===== src/verilog/sram_test_pkg.sv =====
`default_nettype none

package sram_test_pkg;

  localparam int CMD_WIDTH  = 112;
  localparam int DATA_WIDTH = 32;
  localparam int ADDR_WIDTH = 16;
  localparam int MASK_WIDTH = 4;                        // Byte write enables, active high
  localparam int BYTE_WIDTH = DATA_WIDTH / MASK_WIDTH;
  localparam int SEL_WIDTH  = 4;

  // Request bundle of one port as routed by macro_select
  localparam int REQ_WIDTH = 1 + MASK_WIDTH + ADDR_WIDTH + DATA_WIDTH;
  localparam int NUM_MACRO_PORTS = 7;

  // Command field low bits, widths are the ones above
  localparam int SEL_LSB    = 108;
  localparam int ADDR0_LSB  = 92;
  localparam int DIN0_LSB   = 60;
  localparam int CSB0_BIT   = 59;
  localparam int WEB0_BIT   = 58;
  localparam int WMASK0_LSB = 54;
  localparam int ADDR1_LSB  = 38;
  localparam int DIN1_LSB   = 6;
  localparam int CSB1_BIT   = 5;
  localparam int WEB1_BIT   = 4;
  localparam int WMASK1_LSB = 0;

  localparam logic [CMD_WIDTH-1:0] RESET_CMD = CMD_WIDTH'(1);

  // Macro depths in words
  localparam int DEPTH_DP    = 256;
  localparam int DEPTH_SP1K  = 1024;
  localparam int DEPTH_SP256 = 256;
  localparam int DEPTH_SP512 = 512;

  typedef enum logic [SEL_WIDTH-1:0] {
    SEL_DP0   = 4'd0,  // 32x256 dual port
    SEL_DP1   = 4'd1,  // 32x256 dual port
    SEL_SP1K  = 4'd2,  // 32x1024 single port
    SEL_SP256 = 4'd3,  // 32x256 single port
    SEL_SP512 = 4'd4   // 32x512 single port
  } macro_sel_e;

endpackage

`default_nettype wire


===== src/verilog/sram_port_if.sv =====
`default_nettype none

interface sram_port_if
  import sram_test_pkg::*;
();

  logic                  csb;    // Low enables the port
  logic                  web;    // Low writes, high reads
  logic [MASK_WIDTH-1:0] wmask;
  logic [ADDR_WIDTH-1:0] addr;
  logic [DATA_WIDTH-1:0] din;
  logic [DATA_WIDTH-1:0] dout;

  // Requester side
  modport host (
    output csb, web, wmask, addr, din,
    input  dout
  );

  // Memory side
  modport target (
    input  csb, web, wmask, addr, din,
    output dout
  );

endinterface

`default_nettype wire


===== src/verilog/command_register.sv =====
`default_nettype none

module command_register
  import sram_test_pkg::*;
(
  input  wire logic                 clk,
  input  wire logic                 reset,
  input  wire logic                 scan_en,
  input  wire logic                 scan_in,
  input  wire logic                 load,
  input  wire logic [CMD_WIDTH-1:0] load_bits,
  input  wire logic                 sram_load,
  sram_port_if.host                 cmd0,
  sram_port_if.host                 cmd1,
  output macro_sel_e                sel,
  output logic [DATA_WIDTH-1:0]     la_data0,
  output logic [DATA_WIDTH-1:0]     la_data1,
  output logic                      scan_data0,
  output logic                      scan_data1
);

  logic [CMD_WIDTH-1:0] cmd_q;
  logic [CMD_WIDTH-1:0] merged;
  logic                 sel_valid;
  logic                 sel_dual;

  assign sel = macro_sel_e'(cmd_q[SEL_LSB +: SEL_WIDTH]);

  assign sel_valid = sel inside {SEL_DP0, SEL_DP1, SEL_SP1K, SEL_SP256, SEL_SP512};
  assign sel_dual  = sel inside {SEL_DP0, SEL_DP1};

  // Read data write-back into the din fields
  always_comb begin
    merged = cmd_q;
    if (!sel_valid) begin
      merged[DIN0_LSB +: DATA_WIDTH] = '0;  // No macro behind it
      merged[DIN1_LSB +: DATA_WIDTH] = '0;
    end else begin
      if (cmd_q[WEB0_BIT])
        merged[DIN0_LSB +: DATA_WIDTH] = cmd0.dout;
      // Single-port macros have no second port to read from
      if (cmd_q[WEB1_BIT] && sel_dual)
        merged[DIN1_LSB +: DATA_WIDTH] = cmd1.dout;
    end
  end

  always_ff @(posedge clk) begin
    if (reset) begin
      cmd_q <= RESET_CMD;
    end else if (scan_en) begin
      cmd_q <= {cmd_q[CMD_WIDTH-2:0], scan_in};  // Shift in at bit 0
    end else if (load) begin
      cmd_q <= load_bits;
    end else if (sram_load) begin
      cmd_q <= merged;
    end
  end

  // Port 0 fields
  assign cmd0.addr  = cmd_q[ADDR0_LSB +: ADDR_WIDTH];
  assign cmd0.din   = cmd_q[DIN0_LSB +: DATA_WIDTH];
  assign cmd0.csb   = cmd_q[CSB0_BIT];
  assign cmd0.web   = cmd_q[WEB0_BIT];
  assign cmd0.wmask = cmd_q[WMASK0_LSB +: MASK_WIDTH];

  // Port 1 fields
  assign cmd1.addr  = cmd_q[ADDR1_LSB +: ADDR_WIDTH];
  assign cmd1.din   = cmd_q[DIN1_LSB +: DATA_WIDTH];
  assign cmd1.csb   = cmd_q[CSB1_BIT];
  assign cmd1.web   = cmd_q[WEB1_BIT];
  assign cmd1.wmask = cmd_q[WMASK1_LSB +: MASK_WIDTH];

  assign la_data0 = cmd_q[DIN0_LSB +: DATA_WIDTH];
  assign la_data1 = cmd_q[DIN1_LSB +: DATA_WIDTH];

  // MSB of each din field leaves first while shifting
  assign scan_data0 = cmd_q[DIN0_LSB + DATA_WIDTH - 1];
  assign scan_data1 = cmd_q[DIN1_LSB + DATA_WIDTH - 1];

endmodule

`default_nettype wire


===== src/flat_wrapper.sv =====
// flat-port wrapper written by rule: the top's interface ports become plain ports
module command_register_flat import sram_test_pkg::*;
  (clk, reset, scan_en, scan_in, load, load_bits, sram_load, sel, la_data0, la_data1, scan_data0, scan_data1, cmd0_csb, cmd0_web, cmd0_wmask, cmd0_addr, cmd0_din, cmd0_dout, cmd1_csb, cmd1_web, cmd1_wmask, cmd1_addr, cmd1_din, cmd1_dout);
  sram_port_if cmd0_i ();
  sram_port_if cmd1_i ();
  input  wire logic clk;
  input  wire logic reset;
  input  wire logic scan_en;
  input  wire logic scan_in;
  input  wire logic load;
  input  wire logic [CMD_WIDTH-1:0] load_bits;
  input  wire logic sram_load;
  output macro_sel_e sel;
  output logic [DATA_WIDTH-1:0] la_data0;
  output logic [DATA_WIDTH-1:0] la_data1;
  output logic scan_data0;
  output logic scan_data1;
  output wire logic [$bits(cmd0_i.csb)-1:0] cmd0_csb;
  output wire logic [$bits(cmd0_i.web)-1:0] cmd0_web;
  output wire logic [$bits(cmd0_i.wmask)-1:0] cmd0_wmask;
  output wire logic [$bits(cmd0_i.addr)-1:0] cmd0_addr;
  output wire logic [$bits(cmd0_i.din)-1:0] cmd0_din;
  input wire logic [$bits(cmd0_i.dout)-1:0] cmd0_dout;
  output wire logic [$bits(cmd1_i.csb)-1:0] cmd1_csb;
  output wire logic [$bits(cmd1_i.web)-1:0] cmd1_web;
  output wire logic [$bits(cmd1_i.wmask)-1:0] cmd1_wmask;
  output wire logic [$bits(cmd1_i.addr)-1:0] cmd1_addr;
  output wire logic [$bits(cmd1_i.din)-1:0] cmd1_din;
  input wire logic [$bits(cmd1_i.dout)-1:0] cmd1_dout;
  assign cmd0_csb = cmd0_i.csb;
  assign cmd0_web = cmd0_i.web;
  assign cmd0_wmask = cmd0_i.wmask;
  assign cmd0_addr = cmd0_i.addr;
  assign cmd0_din = cmd0_i.din;
  assign cmd0_i.dout = cmd0_dout;
  assign cmd1_csb = cmd1_i.csb;
  assign cmd1_web = cmd1_i.web;
  assign cmd1_wmask = cmd1_i.wmask;
  assign cmd1_addr = cmd1_i.addr;
  assign cmd1_din = cmd1_i.din;
  assign cmd1_i.dout = cmd1_dout;
  command_register u_core (.clk(clk), .reset(reset), .scan_en(scan_en), .scan_in(scan_in), .load(load), .load_bits(load_bits), .sram_load(sram_load), .cmd0(cmd0_i), .cmd1(cmd1_i), .sel(sel), .la_data0(la_data0), .la_data1(la_data1), .scan_data0(scan_data0), .scan_data1(scan_data1));
endmodule

===== config.mk =====
export PLATFORM = sky130hd
export DESIGN_NAME = command_register_flat
export DESIGN_NICKNAME = d
export VERILOG_FILES = /design/src/verilog/sram_test_pkg.sv /design/src/verilog/sram_port_if.sv /design/src/verilog/command_register.sv /design/src/flat_wrapper.sv
export SDC_FILE = /design/constraint.sdc
export NUM_CORES = 1
export LEC_CHECK = 0
export ABC_AREA = 1
export BUFFER_PORTS_ARGS = -buffer_cell sky130_fd_sc_hd__buf_2
export CORE_AREA = 3 3 139 141
export CTS_BUF_LIST = sky130_fd_sc_hd__clkbuf_8
export DETAILED_ROUTE_END_ITERATION = 10
export DIE_AREA = 0 0 142 144
export HOLD_SLACK_MARGIN = 0.02
export PLACE_DENSITY_LB_ADDON = 0.3
export SYNTH_ARGS = -nofsm -noshare
export SYNTH_HDL_FRONTEND = slang
export SYNTH_SLANG_ARGS = --single-unit

===== constraint.sdc =====
create_clock -name clk -period 3.05 [get_ports clk]
set_input_delay 0 -clock clk [delete_from_list [all_inputs] [get_ports clk]]
set_output_delay 0 -clock clk [all_outputs]
set_load 0.05 [all_outputs]

==> results_dict.tcl, run 1 <==
set metrics [dict create \
    power_density_mw_per_mm2 498 \
    die-width_um 142 \
    final.fill_count 1817 \
    clkTransAtPathRegs_ns 0.12 \
    yosys_register_bits 112 \
    hold_path.class "in2reg" \
    area_growth_pct 38.2 \
    p_total_uw 4740 \
    drv_cap 0 \
    hold_viol_final 0 \
    end_kind "flop" \
    cts-root-buf "clkbuf_8" \
    clock_latency_ns 0.38 \
    rr_endpoint "u_core.cmd_q[84]" \
    grt_first_pass_wirelength_um 37100 \
    postSynthCellCount 1125 \
    grt_pass1_vias 7359 \
    initial_utilization 0.381 \
    largest_reg_flops 112 \
    h-tree-depth 3 \
    r2r_cells 6 \
    slew_viol_final 0 \
    yosysWarnings 0 \
    ctsHoldBuffers 110 \
    routabilityCongestion 0.873 \
    num_rows 49 \
    ctsResizeCount 0 \
    finalNetCount 1651 \
    ant_nets 0 \
    vias_per_cell 4.75 \
    setup_viol 0 \
    track_usage 0.221 \
    syn_area_per_cell_um2 6.12 \
    yosysTopAreaCell "dfxtp_1" \
    drive_above_1_share 0.267 \
    rsz0062_at_grt "no" \
    slew_headroom 0.328 \
    num_vias 8099 \
    critPathMaxFanout 64 \
    top_register "u_core.cmd_q" \
    syn-cell-area_mm2 0.00688 \
    yosys.area.top_type_share 0.326 \
    synth_nets 1307 \
    worstSetupStartpointType "flop" \
    rrSetupSlack_ns 1.08 \
    io_pins 360 \
    min-delay-start "load_bits[85]" \
    dieArea_mm2 0.0204 \
    core_mm2 0.0181 \
    reg_top3 "u_core.cmd_q: 112 flops" \
    drtIter0Drc 379 \
    seq_area_frac_synth 0.326 \
    worstMarginPinSlew_ns 1.01 \
    cts_tree "yes" \
    reg2reg_from "u_core.cmd_q[111]" \
    synth.distinct_cells 20 \
    clock_path_buffers 2 \
    dp_hpwl_um 15700 \
    drc 0 \
    setup_tns_ns 0 \
    required_ns 3.32 \
    hold_depth 5 \
    status "finished, final reports clean" \
    grt_max_degree 100 \
    antenna_found_initial 1 \
    p_leak_uw 0.00522 \
    ys_top_cells_by_area "dfxtp_1 (33%), nand2_1 (14%), nor2_1 (12%)" \
    worst_ep_arrival_time_ns 2.24 \
    grt_overflow 0 \
    drt_wl_total_um 23900 \
    fin_crit_ns 1.97 \
    numClockSinks 112 \
    critPathKind "reg2reg" \
    fin_skew_ns 0.0172 \
    whs_endpoint "u_core.cmd_q[85]" \
    portBuffers 359 \
    max_freq_ghz 0.508 \
    fin_crit_sh 0.645 \
    postCtsSetupRepairBufs 0 \
    die_h_um 144 \
    post_drt_wl_per_cell_um 14.0 \
    vdd_ir_drop_max_v 0.000260 \
    first_pass_iters 6 \
    numCtsBuffers 9 \
]
==> worst max-delay path, stage by stage (launching register included) <==
cell,delay [ns]
dfxtp_1,0.36
inv_2,0.47
nand3_1,0.22
nand2_4,0.50
nand2_1,0.11
nand2_1,0.09
nor2_1,0.05
==> cells by family after synthesis <==
| logic type | Yosys count | synth area share |
|---|---|---|
| AND/OR/NAND/NOR | 553 | 0.317 |
| buffers and inverters | 281 | 0.202 |
| AO/OA/AOI/OAI | 179 | 0.155 |
| flip-flops | 112 | 0.326 |
==> synth_stat cells <==
master and count:
nand3_1 66, or2_2 1, buf_1 16, inv_2 1
o221ai_1 44, buf_2 21, dfxtp_1 112, a211oi_1 1
nor3_1 3, nand2_4 2, clkbuf_1 27, o21ai_0 4
o22ai_1 1, nand2_1 258, o21ai_1 1, inv_1 133
or2_4 1, a21oi_1 128, nor2_1 222, buf_4 83
==> cell type report <==
cell class                 count  area (um2)  area share
antenna                        1        2.50    0.000263
inverter                     134         504      0.0530
timing repair buffer         480        2990       0.314
clock buffer                   9         124      0.0130
sequential                   112        2240       0.236
clock inverter                 7         110      0.0116
multi-input combinational    732        3260       0.343
tap                          229         287      0.0301
==> cell usage in the layout, fill, tap and decap left out, drive strengths merged <==
cell type,synthesis,layout
inv,134,136
bufinv,0,2
o221ai,44,44
a21oi,128,128
diode,0,1
o21ai,5,5
dlygate4sd3,0,110
clkinv,0,2
nand2,260,260
buf,120,370
or2,2,2
clkinvlp,0,1
nor2,222,222
nand3,66,66
o22ai,1,1
clkbuf,27,9
a211oi,1,1
dfxtp,112,112
nor3,3,3
==> metal layers <==
layer / routed length [um] / GRT usage / vias up / part of all wire
li1: - / - / 4152 / -
met1: 9910 / 0.279 / 3572 / 0.41
met2: 11700 / 0.379 / 342 / 0.49
met3: 1720 / 0.0420 / 33 / 0.072
met4: 573 / 0.0768 / 0 / 0.024
met5: 0 / 0 / - / 0
==> metrics by stage <==
stage	utilization	hold WS, ns	instances	worst slack, ns	instance area, um2
2_1_floorplan	-	0.135	1125	1.48	6880
3_3_place_gp	0.452	0.221	1577	1.13	8180
3_5_place_dp	0.452	0.226	1577	1.10	8180
4_1_cts	0.526	0.0309	1703	1.06	9510
5_1_grt	0.526	0.0748	1704	0.835	9520
6_report	0.526	0.0661	1704	1.08	9520
==> where the power goes <==
| part | switching [uW] | internal [uW] |
|---|---|---|
| sequential | 131 | 1610 |
| clock | 559 | 482 |
| combinational | 1410 | 549 |
| total | 2100 | 2640 |
==> worst max-delay path by stage <==
stage | slack [ns] | depth (start not counted) | to | start
after floorplan | 1.48 | 7 | u_core.cmd_q[31] | u_core.cmd_q[110]
final | 1.08 | 6 | u_core.cmd_q[84] | u_core.cmd_q[111]
after detailed placement | 1.10 | 6 | u_core.cmd_q[84] | u_core.cmd_q[111]
after global routing | 0.83 | 6 | u_core.cmd_q[85] | u_core.cmd_q[111]
after CTS | 1.06 | 6 | u_core.cmd_q[84] | u_core.cmd_q[111]
after global placement | 1.13 | 6 | u_core.cmd_q[90] | u_core.cmd_q[111]
No activity file was read; power rests on OpenSTA's default activity.
==> run 2: changes to the inputs <==
ABC_AREA = 0   (was 1)
CORE_AREA = 3 3 140 142   (was 3 3 139 141)
DIE_AREA = 0 0 143 145   (was 0 0 142 144)
clock period = 1.8 ns   (was 3.05 ns; I/O delays follow)
==> run 2 against run 1 <==
Combinational power up 37%. Clock power up 62%. Synthesized cell count down 34%. Non-clock buffer count up 8. Die area up 1.4%. Clock skew about the same. Sequential share of layout area up 0.95 points. Maximum frequency up 16%. Critical path type unchanged. Largest power group is now registers.
==> results_dict.tcl, run 2 <==
set metrics [dict create \
    area_growth_pct 46.1 \
    core_mm2 0.0186 \
    io_pins 360 \
    synth.top_cells.by_count "dfxtp_1 (112), nor2_1 (96), buf_4 (67), a21oi_1 (55), mux2i_1 (48)" \
    clkTransAtPathRegs_ns 0.11 \
    die_h_um 145 \
    yosysWarnings 0 \
    grt_max_degree 87 \
    clkPwrFrac 0.233 \
    ant_nets 0 \
    power_density_mw_per_mm2 787 \
    numClockSinks 112 \
    use_met2 0.364 \
    worstPathCellList "or3b_1 -> a31o_2 -> buf_12 -> a211o_1 -> a21oi_2" \
    syn_area_per_cell_um2 8.49 \
    rsz0062_at_grt "no" \
    yosys.area.top_type_share 0.357 \
    synth_flop_cell "dfxtp_1" \
    postSynthCellCount 739 \
    slew_headroom 0.611 \
    fin_skew_ns 0.0170 \
    status "finished, final reports clean" \
    num_vias 6815 \
    place_ws_ns 0.135 \
    largest_reg_flops 112 \
    clock_latency_ns 0.38 \
    hold_viol_final 0 \
    grt_busiest_layer "met2" \
    slew_viol_final 0 \
    synth.most_common_cell "dfxtp_1" \
    p_leak_uw 0.00454 \
    required_ns 2.11 \
    drive_above_1_share 0.384 \
    synth-edff-count 0 \
    p_sw_uw 2930 \
    whs_ns 0.0504 \
    post_dp_cell_area_mm2 0.00779 \
    numCtsBuffers 9 \
    routabilityCongestion 0.785 \
    num_rows 50 \
    ys_top_cells_by_area "dfxtp_1 (36%), buf_4 (8.0%), mux2i_1 (7.7%)" \
    dieArea_mm2 0.0207 \
    grt_pass1_vias 6467 \
    worstMarginPinSlew_ns 0.583 \
    finalNetCount 1284 \
    grt_overflow 0 \
    fin_crit_sh 0.943 \
    synth_nets 921 \
    grt_first_pass_wirelength_um 34700 \
    top_register "u_core.cmd_q" \
    fin_area_mm2 0.00917 \
    syn-cell-area_mm2 0.00628 \
    critPathKind "reg2reg" \
    finalWorstSetupSlack_ns 0.103 \
    postCtsSetupRepairBufs 0 \
    die-width_um 143 \
    setup_tns_ns 0 \
    async_flop_share 0 \
    critPathMaxFanout 64 \
    antenna_found_initial 3 \
    worstSetupStartpointType "flop" \
    final.fill_count 1751 \
    drc 0 \
    first_pass_iters 5 \
    grt_util_met1 0.256 \
    cts-root-buf "clkbuf_8" \
    worst_ep_arrival_time_ns 2.01 \
    final_cell_mix "buf_2 (356), dlygate4sd3_1 (115), dfxtp_1 (107)" \
    yosys_register_bits 112 \
    hold_path.class "in2reg" \
    p_total_uw 7220 \
    drv_cap 0 \
    track_usage 0.206 \
    h-tree-depth 3 \
    vdd_ir_drop_max_v 0.000352 \
    drtIter0Drc 338 \
    seq_area_frac_synth 0.357 \
    portBuffers 359 \
    final_common_cell "buf_2" \
    synth.distinct_cells 25 \
    slowest_delay_ns 0.37 \
    swShare 0.406 \
    vias_per_cell 5.07 \
    end_kind "flop" \
    cts_tree "yes" \
    internal_power_uw 4290 \
    post_drt_wl_per_cell_um 17.1 \
    cpMaxStageDelayCell "dfxtp_2" \
    setup_viol 0 \
    initial_utilization 0.338 \
    fin_crit_ns 1.70 \
    seqPwrFrac 0.395 \
    dp_hpwl_um 15300 \
    yosysTopAreaCell "dfxtp_1" \
    clock_path_buffers 2 \
    pwr-share-comb 0.372 \
    max_freq_ghz 0.589 \
    reg_top3 "u_core.cmd_q: 112 flops" \
    drt_wl_total_um 23000 \
    grtUsageMet3 0.0389 \
]
[run 2: cell types whose count changed in the layout (fill, tap and decap cells not counted), sizes merged, moves of 32 or more]
cell / change
a211o: +32
nand2b: +33
inv: -101
a21oi: -48
a221o: +32
nand2: -228
o221ai: -44
nand3: -66
a32o: +32
mux2i: +48
a21o: +32
nor2: -126
a31oi: +32
[run 2: kinds of logic (layout without fill, tap and decap cells)]
family          Yosys count  count (layout)  share of synthesized area
compound gates          243             243                      0.300
buf+inv                 168             536                      0.149
simple gates            167             167                      0.115
flops                   112             112                      0.357
mux                      49              49                     0.0783
other cells               0               2                          0
[run 2: through the flow]
stage               instances  utilization
finish                   1343        0.494
global route             1343        0.494
CTS                      1341        0.493
detailed placement       1210        0.419
global placement         1210        0.419
floorplan                 739            -
[run 2: worst paths after layout]
path / from / endpoint / slack (ns) / depth (start not counted)
setup / recovery: u_core.cmd_q[109] / u_core.cmd_q[24] / 0.10 / 5
hold reg to reg: u_core.cmd_q[9] / u_core.cmd_q[9] / 0.50 / 2
hold / removal: cmd1_dout[0] / u_core.cmd_q[6] / 0.05 / 4
setup reg to reg: u_core.cmd_q[109] / u_core.cmd_q[24] / 0.10 / 5
[run 2: per-layer routing]
| layer | part of all wire | vias to the layer above |
|---|---|---|
| li1 | - | 3300 |
| met1 | 0.42 | 3216 |
| met3 | 0.068 | 25 |
| met4 | 0.015 | 2 |
| met2 | 0.50 | 272 |
| met5 | 0.00030 | - |
[run 2: final cells by class]
class	instances	area [um2]	area share
Timing Repair Buffer	488	3170	0.345
Clock inverter	6	83.8	0.00914
Clock buffer	10	138	0.0150
Inverter	32	120	0.0131
Tap cell	234	293	0.0319
Sequential cell	112	2250	0.245
Antenna cell	2	5.00	0.000546
Multi-Input combinational cell	459	3120	0.340
[run 2: critical path: cells and delay by family (launching register included)]
family          cells  cell delay [ns]
simple gates        1             0.37
buf+inv             1             0.18
compound gates      3             0.68
flops               1             0.37
[run 2: repair_timing]
action / in CTS / in global routing
setup endpoints to repair: 0 / 32
hold endpoints to repair: 84 / 0
gates resized for setup: 0 / 2
hold buffers: 115 / 0
[run 2: power groups by stage]
stage	clock network, uW	registers [uW]	logic (uW)
floorplan	0	3460	1380
global placement	0	2910	2460
detailed placement	0	2910	2470
CTS	1750	2850	2680
global route	1840	2880	2840
finish	1680	2850	2690
==> run 3: changes to the inputs <==
ABC_AREA = 1   (was 0)
CORE_AREA = 3 3 139 141   (was 3 3 140 142)
DIE_AREA = 0 0 142 144   (was 0 0 143 145)
==> run 3 against run 2 <==
Power is 8.6% higher. Highest routed layer is now met4. Largest power group is now combinational cells. Routed wire length is 4.5% higher. Critical path depth is 2 higher. Final cell count is 27% higher. Cell area is 5.0% higher. Hold slack worse by 0.0022 ns. Clock power is 9% lower. Maximum frequency is 16% higher. Sequential share of layout area is 1.2 points lower. Worst setup slack better by 0.23 ns. Non-clock buffer count stayed put. Count of clock-buffer cells in the layout is 1 lower.
==> results_dict.tcl, run 3 (same netlist as run 1, synthesis figures left out) <==
set metrics [dict create \
    die_h_um 144 \
    grt_busiest_layer "met2" \
    path_delay_family "simple AND/OR/NAND/NOR gates" \
    reg_top3 "u_core.cmd_q: 112 flops" \
    drv_cap 0 \
    cts_tree "yes" \
    fin_area_mm2 0.00963 \
    worst_ep_arrival_time_ns 1.76 \
    dieArea_mm2 0.0204 \
    rrSetupSlack_ns 0.34 \
    antenna_cells 0 \
    slew_viol_final 0 \
    slowest_delay_ns 0.38 \
    drive_above_1_share 0.269 \
    drc 0 \
    setup_tns_ns 0 \
    end_kind "flop" \
    worstSetupStartpointType "flop" \
    io_pins 360 \
    track_usage 0.222 \
    max_freq_ghz 0.684 \
    required_ns 2.09 \
    numClockSinks 112 \
    grt_overflow 0 \
    fin_crit_ns 1.46 \
    first_pass_iters 5 \
    area_growth_pct 39.9 \
    vdd_ir_drop_max_v 0.000401 \
    post_dp_cell_area_mm2 0.00830 \
    initial_utilization 0.381 \
    drtIter0Drc 395 \
    rsz0062_at_grt "no" \
    whs_ns 0.0482 \
    grt_util_met1 0.263 \
    worstMarginPinSlew_ns 0.659 \
    num_rows 49 \
    largest_reg_flops 112 \
    die-width_um 142 \
    fin_crit_sh 0.813 \
    vias_per_cell 4.78 \
    fin_skew_ns 0.0243 \
    hold_viol_final 0 \
    use_met2 0.395 \
    worstPathCellList "o21ai_4 -> nand3_1 -> nand2_4 -> buf_12 -> nand2_1 -> nand2_1 -> nor2_1" \
    p_leak_uw 0.00527 \
    grt_pass1_vias 7599 \
    p_total_uw 7840 \
    num_vias 8178 \
    critPathMaxFanout 50 \
    setup_viol 0 \
    cts-root-buf "clkbuf_8" \
    grt_first_pass_wirelength_um 37300 \
    clkTransAtPathRegs_ns 0.11 \
    h-tree-depth 3 \
    hold_path.class "in2reg" \
    dp_hpwl_um 15900 \
    grtUsageMet3 0.0466 \
    portBuffers 359 \
    post_drt_wl_per_cell_um 14.1 \
    final_cell_mix "buf_2 (357), nand2_1 (258), nor2_1 (222)" \
    path_common_cell "nand2_1" \
    drt_wl_total_um 24000 \
    power_density_mw_per_mm2 814 \
    path_buf_inv 1 \
    cpMaxStageDelayCell "dfxtp_1" \
    final_common_cell "buf_2" \
    grt_max_degree 130 \
    routabilityCongestion 0.845 \
    top_register "u_core.cmd_q" \
    status "finished, final reports clean" \
    core_mm2 0.0181 \
    finalNetCount 1659 \
    antenna_found_initial 0 \
    clock_latency_ns 0.39 \
    ant_nets 0 \
    clock_path_buffers 2 \
    slew_headroom 0.561 \
    numCtsBuffers 9 \
    critPathKind "reg2reg" \
]
[run 3: report_power, final]
part	leakage (uW)	switching [uW]	internal, uW
logic	0.00424	2400	971
clock network	0.0000959	984	547
registers	0.000931	217	2720
total	0.00527	3600	4240
[run 3: layer usage]
metal	vias up	part of all wire
li1	4157	-
met1	3628	0.41
met2	352	0.49
met3	41	0.075
met4	0	0.024
met5	-	0
[run 3: stage by stage]
stage | cells | util | worst slack [ns]
after global placement | 1582 | 0.459 | 0.382
after global routing | 1711 | 0.532 | 0.200
after detailed placement | 1582 | 0.459 | 0.345
final | 1711 | 0.532 | 0.337
after floorplan | 1125 | - | 0.234
after CTS | 1711 | 0.532 | 0.328
[run 3: final timing paths]
path,cells past startpoint,endpoint,startpoint
worst max-delay path,7,u_core.cmd_q[17],u_core.cmd_q[108]
worst min-delay path,5,u_core.cmd_q[89],load_bits[89]
worst max register to register,7,u_core.cmd_q[17],u_core.cmd_q[108]
worst min register to register,4,u_core.cmd_q[73],u_core.cmd_q[73]
[run 3: layout make-up]
class / count / area (um2)
inverter: 134 / 504
multi-input combinational: 732 / 3260
clock inverter: 7 / 70.1
fill: 1791 / 8460
timing repair buffer: 488 / 3140
clock buffer: 9 / 124
sequential: 112 / 2240
tap: 229 / 287
[run 3: repair_timing]
action / in CTS / in global routing
hold endpoints to repair: 111 / 0
hold buffers: 113 / 0
resized for setup: 0 / 0
buffers inserted: 0 / 0
[run 3: tightest hold or removal path, stage by stage]
cell	delay, ns
buf_2	0.08
a21oi_1	0.06
nand2_1	0.11
a21oi_1	0.08
nor2_1	0.07
