==> src/verilog/sram_test_pkg.sv <==
`default_nettype none

package sram_test_pkg;

  localparam int CMD_WIDTH  = 112;
  localparam int DATA_WIDTH = 32;
  localparam int ADDR_WIDTH = 16;
  localparam int MASK_WIDTH = 4;                        // Byte write enables, active high
  localparam int BYTE_WIDTH = DATA_WIDTH / MASK_WIDTH;
  localparam int SEL_WIDTH  = 4;

  // Request bundle of one port as routed by macro_select
  localparam int REQ_WIDTH = 1 + MASK_WIDTH + ADDR_WIDTH + DATA_WIDTH;
  localparam int NUM_MACRO_PORTS = 7;

  // Command field low bits, widths are the ones above
  localparam int SEL_LSB    = 108;
  localparam int ADDR0_LSB  = 92;
  localparam int DIN0_LSB   = 60;
  localparam int CSB0_BIT   = 59;
  localparam int WEB0_BIT   = 58;
  localparam int WMASK0_LSB = 54;
  localparam int ADDR1_LSB  = 38;
  localparam int DIN1_LSB   = 6;
  localparam int CSB1_BIT   = 5;
  localparam int WEB1_BIT   = 4;
  localparam int WMASK1_LSB = 0;

  localparam logic [CMD_WIDTH-1:0] RESET_CMD = CMD_WIDTH'(1);

  // Macro depths in words
  localparam int DEPTH_DP    = 256;
  localparam int DEPTH_SP1K  = 1024;
  localparam int DEPTH_SP256 = 256;
  localparam int DEPTH_SP512 = 512;

  typedef enum logic [SEL_WIDTH-1:0] {
    SEL_DP0   = 4'd0,  // 32x256 dual port
    SEL_DP1   = 4'd1,  // 32x256 dual port
    SEL_SP1K  = 4'd2,  // 32x1024 single port
    SEL_SP256 = 4'd3,  // 32x256 single port
    SEL_SP512 = 4'd4   // 32x512 single port
  } macro_sel_e;

endpackage

`default_nettype wire

==> src/verilog/sram_port_if.sv <==
`default_nettype none

interface sram_port_if
  import sram_test_pkg::*;
();

  logic                  csb;    // Low enables the port
  logic                  web;    // Low writes, high reads
  logic [MASK_WIDTH-1:0] wmask;
  logic [ADDR_WIDTH-1:0] addr;
  logic [DATA_WIDTH-1:0] din;
  logic [DATA_WIDTH-1:0] dout;

  // Requester side
  modport host (
    output csb, web, wmask, addr, din,
    input  dout
  );

  // Memory side
  modport target (
    input  csb, web, wmask, addr, din,
    output dout
  );

endinterface

`default_nettype wire

==> src/verilog/macro_select.sv <==
`default_nettype none

module macro_select
  import sram_test_pkg::*;
(
  input  wire logic        clk,
  input  wire logic        reset,
  input  wire logic        issue,
  input  wire logic        scan_en,
  input  wire logic        load,
  input  wire macro_sel_e  sel,
  sram_port_if.target      cmd0,
  sram_port_if.target      cmd1,
  sram_port_if.host        dp0_p0,
  sram_port_if.host        dp0_p1,
  sram_port_if.host        dp1_p0,
  sram_port_if.host        dp1_p1,
  sram_port_if.host        sp1k_p0,
  sram_port_if.host        sp256_p0,
  sram_port_if.host        sp512_p0
);

  logic                       fire;
  logic                       go0;
  logic                       go1;
  logic                       hit_dp0, hit_dp1, hit_sp1k, hit_sp256, hit_sp512;
  logic [REQ_WIDTH-1:0]       req0;
  logic [REQ_WIDTH-1:0]       req1;
  logic [NUM_MACRO_PORTS-1:0] port_en;
  logic [NUM_MACRO_PORTS-1:0] en_q;
  logic [DATA_WIDTH-1:0]      port_dout [NUM_MACRO_PORTS];
  logic [DATA_WIDTH-1:0]      cap_q [NUM_MACRO_PORTS];

  // Issue does not count while the command is changing
  assign fire = issue && !scan_en && !load;
  assign go0  = fire && !cmd0.csb;
  assign go1  = fire && !cmd1.csb;

  assign hit_dp0   = (sel == SEL_DP0);
  assign hit_dp1   = (sel == SEL_DP1);
  assign hit_sp1k  = (sel == SEL_SP1K);
  assign hit_sp256 = (sel == SEL_SP256);
  assign hit_sp512 = (sel == SEL_SP512);

  assign req0 = {cmd0.web, cmd0.wmask, cmd0.addr, cmd0.din};
  assign req1 = {cmd1.web, cmd1.wmask, cmd1.addr, cmd1.din};

  // Deselected macros idle at all ones
  assign dp0_p0.csb   = !(hit_dp0 && go0);
  assign dp0_p1.csb   = !(hit_dp0 && go1);
  assign dp1_p0.csb   = !(hit_dp1 && go0);
  assign dp1_p1.csb   = !(hit_dp1 && go1);
  assign sp1k_p0.csb  = !(hit_sp1k && go0);
  assign sp256_p0.csb = !(hit_sp256 && go0);
  assign sp512_p0.csb = !(hit_sp512 && go0);

  assign {dp0_p0.web, dp0_p0.wmask, dp0_p0.addr, dp0_p0.din} = hit_dp0 ? req0 : '1;
  assign {dp0_p1.web, dp0_p1.wmask, dp0_p1.addr, dp0_p1.din} = hit_dp0 ? req1 : '1;
  assign {dp1_p0.web, dp1_p0.wmask, dp1_p0.addr, dp1_p0.din} = hit_dp1 ? req0 : '1;
  assign {dp1_p1.web, dp1_p1.wmask, dp1_p1.addr, dp1_p1.din} = hit_dp1 ? req1 : '1;
  assign {sp1k_p0.web, sp1k_p0.wmask, sp1k_p0.addr, sp1k_p0.din} = hit_sp1k ? req0 : '1;
  assign {sp256_p0.web, sp256_p0.wmask, sp256_p0.addr, sp256_p0.din} =
    hit_sp256 ? req0 : '1;
  assign {sp512_p0.web, sp512_p0.wmask, sp512_p0.addr, sp512_p0.din} =
    hit_sp512 ? req0 : '1;

  assign port_en = ~{sp512_p0.csb, sp256_p0.csb, sp1k_p0.csb,
                     dp1_p1.csb, dp1_p0.csb, dp0_p1.csb, dp0_p0.csb};

  assign port_dout[0] = dp0_p0.dout;
  assign port_dout[1] = dp0_p1.dout;
  assign port_dout[2] = dp1_p0.dout;
  assign port_dout[3] = dp1_p1.dout;
  assign port_dout[4] = sp1k_p0.dout;
  assign port_dout[5] = sp256_p0.dout;
  assign port_dout[6] = sp512_p0.dout;

  // Macro dout settles one edge after the access, take it on the next
  always_ff @(posedge clk) begin
    if (reset) begin
      en_q <= '0;
      for (int i = 0; i < NUM_MACRO_PORTS; i++)
        cap_q[i] <= '0;
    end else begin
      en_q <= port_en;
      for (int i = 0; i < NUM_MACRO_PORTS; i++) begin
        if (en_q[i])
          cap_q[i] <= port_dout[i];
      end
    end
  end

  always_comb begin
    cmd0.dout = '0;
    cmd1.dout = '0;  // Single-port macros return nothing on port 1
    case (sel)
      SEL_DP0: begin
        cmd0.dout = cap_q[0];
        cmd1.dout = cap_q[1];
      end
      SEL_DP1: begin
        cmd0.dout = cap_q[2];
        cmd1.dout = cap_q[3];
      end
      SEL_SP1K:  cmd0.dout = cap_q[4];
      SEL_SP256: cmd0.dout = cap_q[5];
      SEL_SP512: cmd0.dout = cap_q[6];
      default: ;
    endcase
  end

endmodule

`default_nettype wire

==> src/flat_wrapper.sv <==
// flat-port wrapper written by rule: the top's interface ports become plain ports
module macro_select_flat import sram_test_pkg::*;
  (clk, reset, issue, scan_en, load, sel, cmd0_csb, cmd0_web, cmd0_wmask, cmd0_addr, cmd0_din, cmd0_dout, cmd1_csb, cmd1_web, cmd1_wmask, cmd1_addr, cmd1_din, cmd1_dout, dp0_p0_csb, dp0_p0_web, dp0_p0_wmask, dp0_p0_addr, dp0_p0_din, dp0_p0_dout, dp0_p1_csb, dp0_p1_web, dp0_p1_wmask, dp0_p1_addr, dp0_p1_din, dp0_p1_dout, dp1_p0_csb, dp1_p0_web, dp1_p0_wmask, dp1_p0_addr, dp1_p0_din, dp1_p0_dout, dp1_p1_csb, dp1_p1_web, dp1_p1_wmask, dp1_p1_addr, dp1_p1_din, dp1_p1_dout, sp1k_p0_csb, sp1k_p0_web, sp1k_p0_wmask, sp1k_p0_addr, sp1k_p0_din, sp1k_p0_dout, sp256_p0_csb, sp256_p0_web, sp256_p0_wmask, sp256_p0_addr, sp256_p0_din, sp256_p0_dout, sp512_p0_csb, sp512_p0_web, sp512_p0_wmask, sp512_p0_addr, sp512_p0_din, sp512_p0_dout);
  sram_port_if cmd0_i ();
  sram_port_if cmd1_i ();
  sram_port_if dp0_p0_i ();
  sram_port_if dp0_p1_i ();
  sram_port_if dp1_p0_i ();
  sram_port_if dp1_p1_i ();
  sram_port_if sp1k_p0_i ();
  sram_port_if sp256_p0_i ();
  sram_port_if sp512_p0_i ();
  input  wire logic clk;
  input  wire logic reset;
  input  wire logic issue;
  input  wire logic scan_en;
  input  wire logic load;
  input  wire macro_sel_e sel;
  input wire logic [$bits(cmd0_i.csb)-1:0] cmd0_csb;
  input wire logic [$bits(cmd0_i.web)-1:0] cmd0_web;
  input wire logic [$bits(cmd0_i.wmask)-1:0] cmd0_wmask;
  input wire logic [$bits(cmd0_i.addr)-1:0] cmd0_addr;
  input wire logic [$bits(cmd0_i.din)-1:0] cmd0_din;
  output wire logic [$bits(cmd0_i.dout)-1:0] cmd0_dout;
  input wire logic [$bits(cmd1_i.csb)-1:0] cmd1_csb;
  input wire logic [$bits(cmd1_i.web)-1:0] cmd1_web;
  input wire logic [$bits(cmd1_i.wmask)-1:0] cmd1_wmask;
  input wire logic [$bits(cmd1_i.addr)-1:0] cmd1_addr;
  input wire logic [$bits(cmd1_i.din)-1:0] cmd1_din;
  output wire logic [$bits(cmd1_i.dout)-1:0] cmd1_dout;
  output wire logic [$bits(dp0_p0_i.csb)-1:0] dp0_p0_csb;
  output wire logic [$bits(dp0_p0_i.web)-1:0] dp0_p0_web;
  output wire logic [$bits(dp0_p0_i.wmask)-1:0] dp0_p0_wmask;
  output wire logic [$bits(dp0_p0_i.addr)-1:0] dp0_p0_addr;
  output wire logic [$bits(dp0_p0_i.din)-1:0] dp0_p0_din;
  input wire logic [$bits(dp0_p0_i.dout)-1:0] dp0_p0_dout;
  output wire logic [$bits(dp0_p1_i.csb)-1:0] dp0_p1_csb;
  output wire logic [$bits(dp0_p1_i.web)-1:0] dp0_p1_web;
  output wire logic [$bits(dp0_p1_i.wmask)-1:0] dp0_p1_wmask;
  output wire logic [$bits(dp0_p1_i.addr)-1:0] dp0_p1_addr;
  output wire logic [$bits(dp0_p1_i.din)-1:0] dp0_p1_din;
  input wire logic [$bits(dp0_p1_i.dout)-1:0] dp0_p1_dout;
  output wire logic [$bits(dp1_p0_i.csb)-1:0] dp1_p0_csb;
  output wire logic [$bits(dp1_p0_i.web)-1:0] dp1_p0_web;
  output wire logic [$bits(dp1_p0_i.wmask)-1:0] dp1_p0_wmask;
  output wire logic [$bits(dp1_p0_i.addr)-1:0] dp1_p0_addr;
  output wire logic [$bits(dp1_p0_i.din)-1:0] dp1_p0_din;
  input wire logic [$bits(dp1_p0_i.dout)-1:0] dp1_p0_dout;
  output wire logic [$bits(dp1_p1_i.csb)-1:0] dp1_p1_csb;
  output wire logic [$bits(dp1_p1_i.web)-1:0] dp1_p1_web;
  output wire logic [$bits(dp1_p1_i.wmask)-1:0] dp1_p1_wmask;
  output wire logic [$bits(dp1_p1_i.addr)-1:0] dp1_p1_addr;
  output wire logic [$bits(dp1_p1_i.din)-1:0] dp1_p1_din;
  input wire logic [$bits(dp1_p1_i.dout)-1:0] dp1_p1_dout;
  output wire logic [$bits(sp1k_p0_i.csb)-1:0] sp1k_p0_csb;
  output wire logic [$bits(sp1k_p0_i.web)-1:0] sp1k_p0_web;
  output wire logic [$bits(sp1k_p0_i.wmask)-1:0] sp1k_p0_wmask;
  output wire logic [$bits(sp1k_p0_i.addr)-1:0] sp1k_p0_addr;
  output wire logic [$bits(sp1k_p0_i.din)-1:0] sp1k_p0_din;
  input wire logic [$bits(sp1k_p0_i.dout)-1:0] sp1k_p0_dout;
  output wire logic [$bits(sp256_p0_i.csb)-1:0] sp256_p0_csb;
  output wire logic [$bits(sp256_p0_i.web)-1:0] sp256_p0_web;
  output wire logic [$bits(sp256_p0_i.wmask)-1:0] sp256_p0_wmask;
  output wire logic [$bits(sp256_p0_i.addr)-1:0] sp256_p0_addr;
  output wire logic [$bits(sp256_p0_i.din)-1:0] sp256_p0_din;
  input wire logic [$bits(sp256_p0_i.dout)-1:0] sp256_p0_dout;
  output wire logic [$bits(sp512_p0_i.csb)-1:0] sp512_p0_csb;
  output wire logic [$bits(sp512_p0_i.web)-1:0] sp512_p0_web;
  output wire logic [$bits(sp512_p0_i.wmask)-1:0] sp512_p0_wmask;
  output wire logic [$bits(sp512_p0_i.addr)-1:0] sp512_p0_addr;
  output wire logic [$bits(sp512_p0_i.din)-1:0] sp512_p0_din;
  input wire logic [$bits(sp512_p0_i.dout)-1:0] sp512_p0_dout;
  assign cmd0_i.csb = cmd0_csb;
  assign cmd0_i.web = cmd0_web;
  assign cmd0_i.wmask = cmd0_wmask;
  assign cmd0_i.addr = cmd0_addr;
  assign cmd0_i.din = cmd0_din;
  assign cmd0_dout = cmd0_i.dout;
  assign cmd1_i.csb = cmd1_csb;
  assign cmd1_i.web = cmd1_web;
  assign cmd1_i.wmask = cmd1_wmask;
  assign cmd1_i.addr = cmd1_addr;
  assign cmd1_i.din = cmd1_din;
  assign cmd1_dout = cmd1_i.dout;
  assign dp0_p0_csb = dp0_p0_i.csb;
  assign dp0_p0_web = dp0_p0_i.web;
  assign dp0_p0_wmask = dp0_p0_i.wmask;
  assign dp0_p0_addr = dp0_p0_i.addr;
  assign dp0_p0_din = dp0_p0_i.din;
  assign dp0_p0_i.dout = dp0_p0_dout;
  assign dp0_p1_csb = dp0_p1_i.csb;
  assign dp0_p1_web = dp0_p1_i.web;
  assign dp0_p1_wmask = dp0_p1_i.wmask;
  assign dp0_p1_addr = dp0_p1_i.addr;
  assign dp0_p1_din = dp0_p1_i.din;
  assign dp0_p1_i.dout = dp0_p1_dout;
  assign dp1_p0_csb = dp1_p0_i.csb;
  assign dp1_p0_web = dp1_p0_i.web;
  assign dp1_p0_wmask = dp1_p0_i.wmask;
  assign dp1_p0_addr = dp1_p0_i.addr;
  assign dp1_p0_din = dp1_p0_i.din;
  assign dp1_p0_i.dout = dp1_p0_dout;
  assign dp1_p1_csb = dp1_p1_i.csb;
  assign dp1_p1_web = dp1_p1_i.web;
  assign dp1_p1_wmask = dp1_p1_i.wmask;
  assign dp1_p1_addr = dp1_p1_i.addr;
  assign dp1_p1_din = dp1_p1_i.din;
  assign dp1_p1_i.dout = dp1_p1_dout;
  assign sp1k_p0_csb = sp1k_p0_i.csb;
  assign sp1k_p0_web = sp1k_p0_i.web;
  assign sp1k_p0_wmask = sp1k_p0_i.wmask;
  assign sp1k_p0_addr = sp1k_p0_i.addr;
  assign sp1k_p0_din = sp1k_p0_i.din;
  assign sp1k_p0_i.dout = sp1k_p0_dout;
  assign sp256_p0_csb = sp256_p0_i.csb;
  assign sp256_p0_web = sp256_p0_i.web;
  assign sp256_p0_wmask = sp256_p0_i.wmask;
  assign sp256_p0_addr = sp256_p0_i.addr;
  assign sp256_p0_din = sp256_p0_i.din;
  assign sp256_p0_i.dout = sp256_p0_dout;
  assign sp512_p0_csb = sp512_p0_i.csb;
  assign sp512_p0_web = sp512_p0_i.web;
  assign sp512_p0_wmask = sp512_p0_i.wmask;
  assign sp512_p0_addr = sp512_p0_i.addr;
  assign sp512_p0_din = sp512_p0_i.din;
  assign sp512_p0_i.dout = sp512_p0_dout;
  macro_select u_core (.clk(clk), .reset(reset), .issue(issue), .scan_en(scan_en), .load(load), .sel(sel), .cmd0(cmd0_i), .cmd1(cmd1_i), .dp0_p0(dp0_p0_i), .dp0_p1(dp0_p1_i), .dp1_p0(dp1_p0_i), .dp1_p1(dp1_p1_i), .sp1k_p0(sp1k_p0_i), .sp256_p0(sp256_p0_i), .sp512_p0(sp512_p0_i));
endmodule
==> config.mk <==
export PLATFORM = sky130hd
export DESIGN_NAME = macro_select_flat
export DESIGN_NICKNAME = d
export VERILOG_FILES = /design/src/verilog/sram_test_pkg.sv /design/src/verilog/sram_port_if.sv /design/src/verilog/macro_select.sv /design/src/flat_wrapper.sv
export SDC_FILE = /design/constraint.sdc
export NUM_CORES = 1
export LEC_CHECK = 0
export ABC_AREA = 1
export BUFFER_PORTS_ARGS = -buffer_cell sky130_fd_sc_hd__buf_2
export CAP_MARGIN = 20
export CORE_AREA = 2 2 301 303
export DETAILED_ROUTE_END_ITERATION = 6
export DIE_AREA = 0 0 303 305
export SETUP_SLACK_MARGIN = 0.2
export SYNTH_ARGS = -nofsm -noshare
export SYNTH_HDL_FRONTEND = slang
export SYNTH_SLANG_ARGS = --single-unit
==> constraint.sdc <==
create_clock -name clk -period 1.35 [get_ports clk]
set_input_delay 0.0675 -clock clk [delete_from_list [all_inputs] [get_ports clk]]
set_output_delay 0.0675 -clock clk [all_outputs]
set_load 0.02 [all_outputs]
==> results of run 1 <==
worst paths after layout:
| kind | start | endpoint | slack [ps] | cells after the start |
|---|---|---|---|---|
| min reg2reg | u_core.en_q[5]$_SDFF_PP0_ | u_core.cap_q[0][170]$_SDFFCE_PN0P_ | 720 | 3 |
| max reg2reg | u_core.en_q[4]$_SDFF_PP0_ | u_core.cap_q[0][142]$_SDFFCE_PN0P_ | 60 | 1 |
| max | u_core.cap_q[0][70]$_SDFFCE_PN0P_ | cmd0_dout[6] | -440 | 6 |
| min | cmd0_csb | u_core.en_q[5]$_SDFF_PP0_ | -100 | 4 |
power by group through the flow:
stage                     combinational, W  sequential (W)  clock, W
after floorplan                    0.00111         0.00824         0
after global placement             0.00292         0.00829         0
after detailed placement           0.00293         0.00829         0
after CTS                          0.00399         0.00815   0.00802
after global routing               0.00482         0.00818   0.00830
final                              0.00459         0.00817   0.00789
cell type report:
| cell class | instances | area, um2 |
|---|---|---|
| sequential | 231 | 6867 |
| tap | 1176 | 1471 |
| multi-input combinational | 1010 | 6332 |
| timing repair inverter | 3 | 76.32 |
| fill | 8852 | 60340 |
| clock inverter | 19 | 229.0 |
| antenna | 10 | 25.02 |
| clock buffer | 30 | 708.2 |
| inverter | 415 | 1665 |
| timing repair buffer | 1243 | 11610 |
tightest hold or removal path, delay by kind of cell:
family	cells	cell delay, ps
buf+inv	1	130
simple gates	3	210
routing by layer:
metal  track usage (%)  vias up  wire length (um)
met5                 0        -                37
met4             7.710        6              3583
met3             5.503      181              8862
met2             29.52     1016             45010
met1             24.73     8057             41000
li1                  -     7527                 -
kinds of logic (layout without fill, tap and decap cells):
kind of cell,after synthesis,after routing,synth area share [%]
AOI/OAI and AO/OA,10,10,0.3870
buffers and inverters,509,1710,15.98
other,0,10,0
and+or+nand+nor,1000,1000,30.54
DFF,231,231,53.09
repair_timing:
| item | in CTS | in global routing |
|---|---|---|
| pin swaps | 95 | 79 |
| buffers inserted | 36 | 33 |
| hold endpoints to repair | 231 | 7 |
| endpoints found under the setup margin | 468 | 474 |
| gates resized for setup | 614 | 735 |
| gates cloned | 21 | 22 |
state kept, by name (all words and copies together) (netlist names):
signal,flops
u_core.cap_q,224
u_core.en_q,7
stage by stage:
step / hold WS, ps / utilization [%]
2_1_floorplan: 262.1 / -
3_3_place_gp: 352.9 / 21.65
3_5_place_dp: 356.4 / 21.65
4_1_cts: -202.1 / 28.57
5_1_grt: -104.6 / 32.44
6_report: -96.25 / 32.45
cells in the mapped netlist:
library cell,instances
nand2_1,573
inv_1,409
nor2_1,299
edfxtp_1,224
nand3_1,116
buf_2,44
clkbuf_1,35
buf_6,12
o21ai_0,10
dfxtp_1,7
or2_2,7
inv_2,6
buf_4,3
nor2_4,3
nand2_4,1
nand3b_1,1
==> flow_summary.toml, run 1 <==
[run_status]
outcome = "finished, violations left"
violations = "design-rule violations, negative hold slack, negative setup slack"

[place]
dp_hpwl_um = 69430
placed_area_um2 = 19340
dp_cells = 3741
place_congestion = 0.9186
port_buffers = 782
place_ws_ps = -555.6

[grt]
grt_usage_pct = 19.07
grt_pass1_wl_um = 121100
antenna_found_initial = 24
overflow = 0
grt_pass1_vias = 15830
grt_max_degree = 33

[clocking]
tritoncts = "built"
cts_root_buf = "clkbuf_16"
cts_buffers = 28
path_clk_slew_ps = 60
cts_max_path_buffers = 3
ctsHtreeMaxLevel = 1
ctsHoldBuffers = 225
cts_sinks = 231
clk-insertion-delay-late_ps = 620

[critical_path]
worstPathRequired_ps = 1280
critical_path_class = "register to output pin"
cp_top_family = "flip-flops"
worst_setup_path_end_kind = "output pin"
worst_path_most_repeated_cell = "nand2_2"
path_cells = "nand3_2 > nand2_2 > buf_12 > nor2_4 > nand2_2 > buf_6"
slowest_stage = "edfxtp_1"
cp-start-kind = "register"
slowest_delay_ps = 490
path_buf_inv = 2
cp_max_fo = 1
worstPathArrival_ps = 1720

[sta]
drv_slew = 0
finalCriticalPeriod_ps = 1790
final_hold_viol_count = 7
slew_headroom_pct = 50.22
finClkSkew_ps = 63.02
fmax_ghz = 0.5585
layout_setup_ws_ps = -440.4
setup_viol = 326
setup-tns-final_ps = -40900
whs_ps = -96.25
rsz0062_at_grt = "true"
tightest_slew_ps = 745.8
timing.final.crit_share_pct = 132.6

[routing]
final_antenna_net_count = 0
postRouteWirelength_um = 98500
viasPerCell = 4.058
num_vias = 16790
drt_pass1_iterations = 7
drtIter0Drc = 1564
drc = 118
wire_per_inst_um = 23.81

[power_and_ir_drop]
p_switching_w = 0.006027
switching_share_pct = 29.19
p_leak_nw = 14.86
p_total_w = 0.02065
p_comb_share_pct = 22.2
seqPwrFrac_pct = 39.6
clock_power_share_pct = 38.2
vdd_drop_max_v = 0.0007881
p_int_w = 0.01462
p_per_area_nw_per_um2 = 712.4

[finish]
final_area_um2 = 28980
mostFrequentLayoutCells = "515 x buf_2, 406 x inv_1, 285 x buf_6"
finalNetCount = 3273
drive_gt1_share_pct = 49.24
instances_no_fill = 4137
final_common_cell = "buf_2"
area_growth_pct = 124.1

[job]
drv_cap = 0

[worst_hold_path]
hold_class = "input port to register"

[logic_synthesis]
syn_area_um2 = 12930
syn_area_per_cell_um2 = 7.391
seq_area_frac_synth_pct = 53.09
yosys_warnings = 0
syn_nets = 2091
synth_area_leaders = "edfxtp_1 52%, nand2_1 17%, inv_1 12%, nor2_1 8.7%, nand3_1 4.5%"
syn-instance-count = 1750
yosysUniqueCellTypes = 16
ys_ff_latch = 231
synth.top_cell.area_share_pct = 52.01
yosysTopAreaCell = "edfxtp_1"

[floorplanning]
die_h_um = 305
die_w_um = 303
start_util_pct = 14.48
die_area_um2 = 92420
core.rowCount = 110
ios = 783
core_region_area_um2 = 89320
Power figures use the tool's default switching activity.
==> run 2, diff against run 1 <==
--- a/config.mk
+++ b/config.mk
@@ -11,6 +11,7 @@
 export CORE_AREA = 2 2 301 303
 export DETAILED_ROUTE_END_ITERATION = 6
 export DIE_AREA = 0 0 303 305
+export PLACE_DENSITY = 0.48
 export SETUP_SLACK_MARGIN = 0.2
 export SYNTH_ARGS = -nofsm -noshare
 export SYNTH_HDL_FRONTEND = slang
==> run 2 against run 1 <==
Against the previous run:
- the run still ends with design-rule violations, negative hold slack, negative setup slack left
- clock skew increased by 11 ps
- power rose by 1.1%
- routed wire length fell by 6.6%
- utilization rose by 0.81 points
- critical endpoint unchanged
- largest power group unchanged
==> flow_summary.toml, run 2 (synthesis gave the netlist of run 1 again) <==
[clocking]
ctsHtreeMaxLevel = 1
cts_sinks = 231
clk-insertion-delay-late_ps = 610
ctsHoldBuffers = 227
cts_max_path_buffers = 3
cts_buffers = 28
path_clk_slew_ps = 60
tritoncts = "built"
cts_root_buf = "clkbuf_16"

[floorplanning]
start_util_pct = 14.48
core_region_area_um2 = 89320
core.rowCount = 110
die_area_um2 = 92420
ios = 783
die_h_um = 305
die_w_um = 303

[grt]
antenna_found_initial = 7
grt_pass1_wl_um = 115700
grt_usage_pct = 17.67
grt_max_degree = 36
grt_pass1_vias = 15930
overflow = 0

[power_and_ir_drop]
p_leak_nw = 15.44
vdd_drop_max_v = 0.0007322
p_total_w = 0.02087
p_per_area_nw_per_um2 = 702.8

[place]
port_buffers = 782
place_congestion = 0.8853
dp_hpwl_um = 60630
placed_area_um2 = 19000

[finish]
largest_reg_flops = 224
area_growth_pct = 129.7
final_area_um2 = 29700
final_common_cell = "buf_2"
top_register = "u_core.cap_q"
drive_gt1_share_pct = 50.71
finalNetCount = 3264
reg.largest.list = "u_core.cap_q: 224 flops, u_core.en_q: 7 flops"
mostFrequentLayoutCells = "465 x buf_2, 405 x inv_1, 331 x buf_6"
num-fill-cells = 8894

[critical_path]
slowest_delay_ps = 510
cp_max_fo = 1
worstPathRequired_ps = 1280
path_cells = "nand3_1 > nand2_1 > nor2_2 > nand2_2 > buf_6"
path_buf_inv = 1
worstPathArrival_ps = 1700
critical_path_class = "register to output pin"
worst_setup_path_end_kind = "output pin"
cp_top_family = "flip-flops"
slowest_stage = "edfxtp_1"
cp-start-kind = "register"

[run_status]
outcome = "finished, violations left"
violations = "design-rule violations, negative hold slack, negative setup slack"

[sta]
setup_viol = 407
finClkSkew_ps = 73.72
whs_ps = -137.3
finalCriticalPeriod_ps = 1766
drv_slew = 0
fmax_ghz = 0.5663
rsz0062_at_grt = "true"
slew_headroom_pct = 49.61
layout_setup_ws_ps = -415.9
timing.final.crit_share_pct = 130.8
final_hold_viol_count = 4
tightest_slew_ps = 755.0

[routing]
num_vias = 16460
drt_pass1_iterations = 7
postRouteWirelength_um = 92000
drtIter0Drc = 1448
viasPerCell = 3.990
final_antenna_net_count = 0
drc = 112
wire_per_inst_um = 22.30

[job]
drv_cap = 0

[worst_hold_path]
hold_class = "input port to register"
==> run 2: worst reg2reg max path: cells and delay by family, from the launching register on <==
| family | cells | cell delay, ps |
|---|---|---|
| flops | 1 | 370 |
| buf+inv | 1 | 180 |
| simple gates | 2 | 410 |
==> run 2: final cells by class <==
class | count | area [um2] | area share, %
Tap cell | 1176 | 1471 | 4.954
Inverter | 415 | 1652 | 5.560
Multi-Input combinational cell | 1010 | 6559 | 22.08
Clock inverter | 17 | 216.5 | 0.7288
Timing Repair Buffer | 1234 | 12090 | 40.71
Timing Repair inverter | 3 | 66.31 | 0.2233
Clock buffer | 34 | 763.2 | 2.570
Sequential cell | 231 | 6867 | 23.12
Antenna cell | 6 | 15.01 | 0.05055
==> run 2: metal layers <==
metal | track usage (%) | part of all wire [%] | up-vias
met1 | 22.82 | 42 | 7881
met5 | 0 | 0 | -
met2 | 28.14 | 46 | 873
met4 | 8.283 | 5.1 | 0
li1 | - | - | 7528
met3 | 3.486 | 7.2 | 182
==> run 2: report_power, final <==
group | internal [W] | switching (W)
sequential | 0.00806 | 0.000101
combinational | 0.00207 | 0.00254
clock | 0.00479 | 0.00332
total | 0.0149 | 0.00596
==> run 2: worst paths after layout <==
kind / start / to / slack (ps) / cells after the start
hold reg to reg: u_core.en_q[4]$_SDFF_PP0_ / u_core.cap_q[0][128]$_SDFFCE_PN0P_ / 690 / 1
setup / recovery: u_core.cap_q[0][134]$_SDFFCE_PN0P_ / cmd0_dout[6] / -420 / 5
hold / removal: cmd1_csb / u_core.en_q[1]$_SDFF_PP0_ / -140 / 4
setup reg to reg: u_core.en_q[4]$_SDFF_PP0_ / u_core.cap_q[0][132]$_SDFFCE_PN0P_ / 250 / 3
==> run 2: per-stage QoR <==
stage | instances | utilization (%) | hold WS, ps | setup TNS (ps) | worst slack [ps]
6_report | 4126 | 33.25 | -137.3 | -58400 | -415.9
5_1_grt | 4120 | 33.24 | -132.6 | -78260 | -470.8
4_1_cts | 4093 | 30.32 | -224.2 | -56870 | -462.8
3_5_place_dp | 3706 | 21.27 | 332.2 | -50880 | -432.1
3_3_place_gp | 3706 | 21.27 | 323.0 | -42010 | -411.8
2_1_floorplan | 1750 | - | 262.1 | 0 | 214.6
==> run 2: repair_timing <==
item	CTS	global route
hold endpoints to repair	231	7
gates resized for setup	879	645
pin swaps	77	68
cloned	39	12
setup endpoints to repair	442	542
setup buffers	70	15
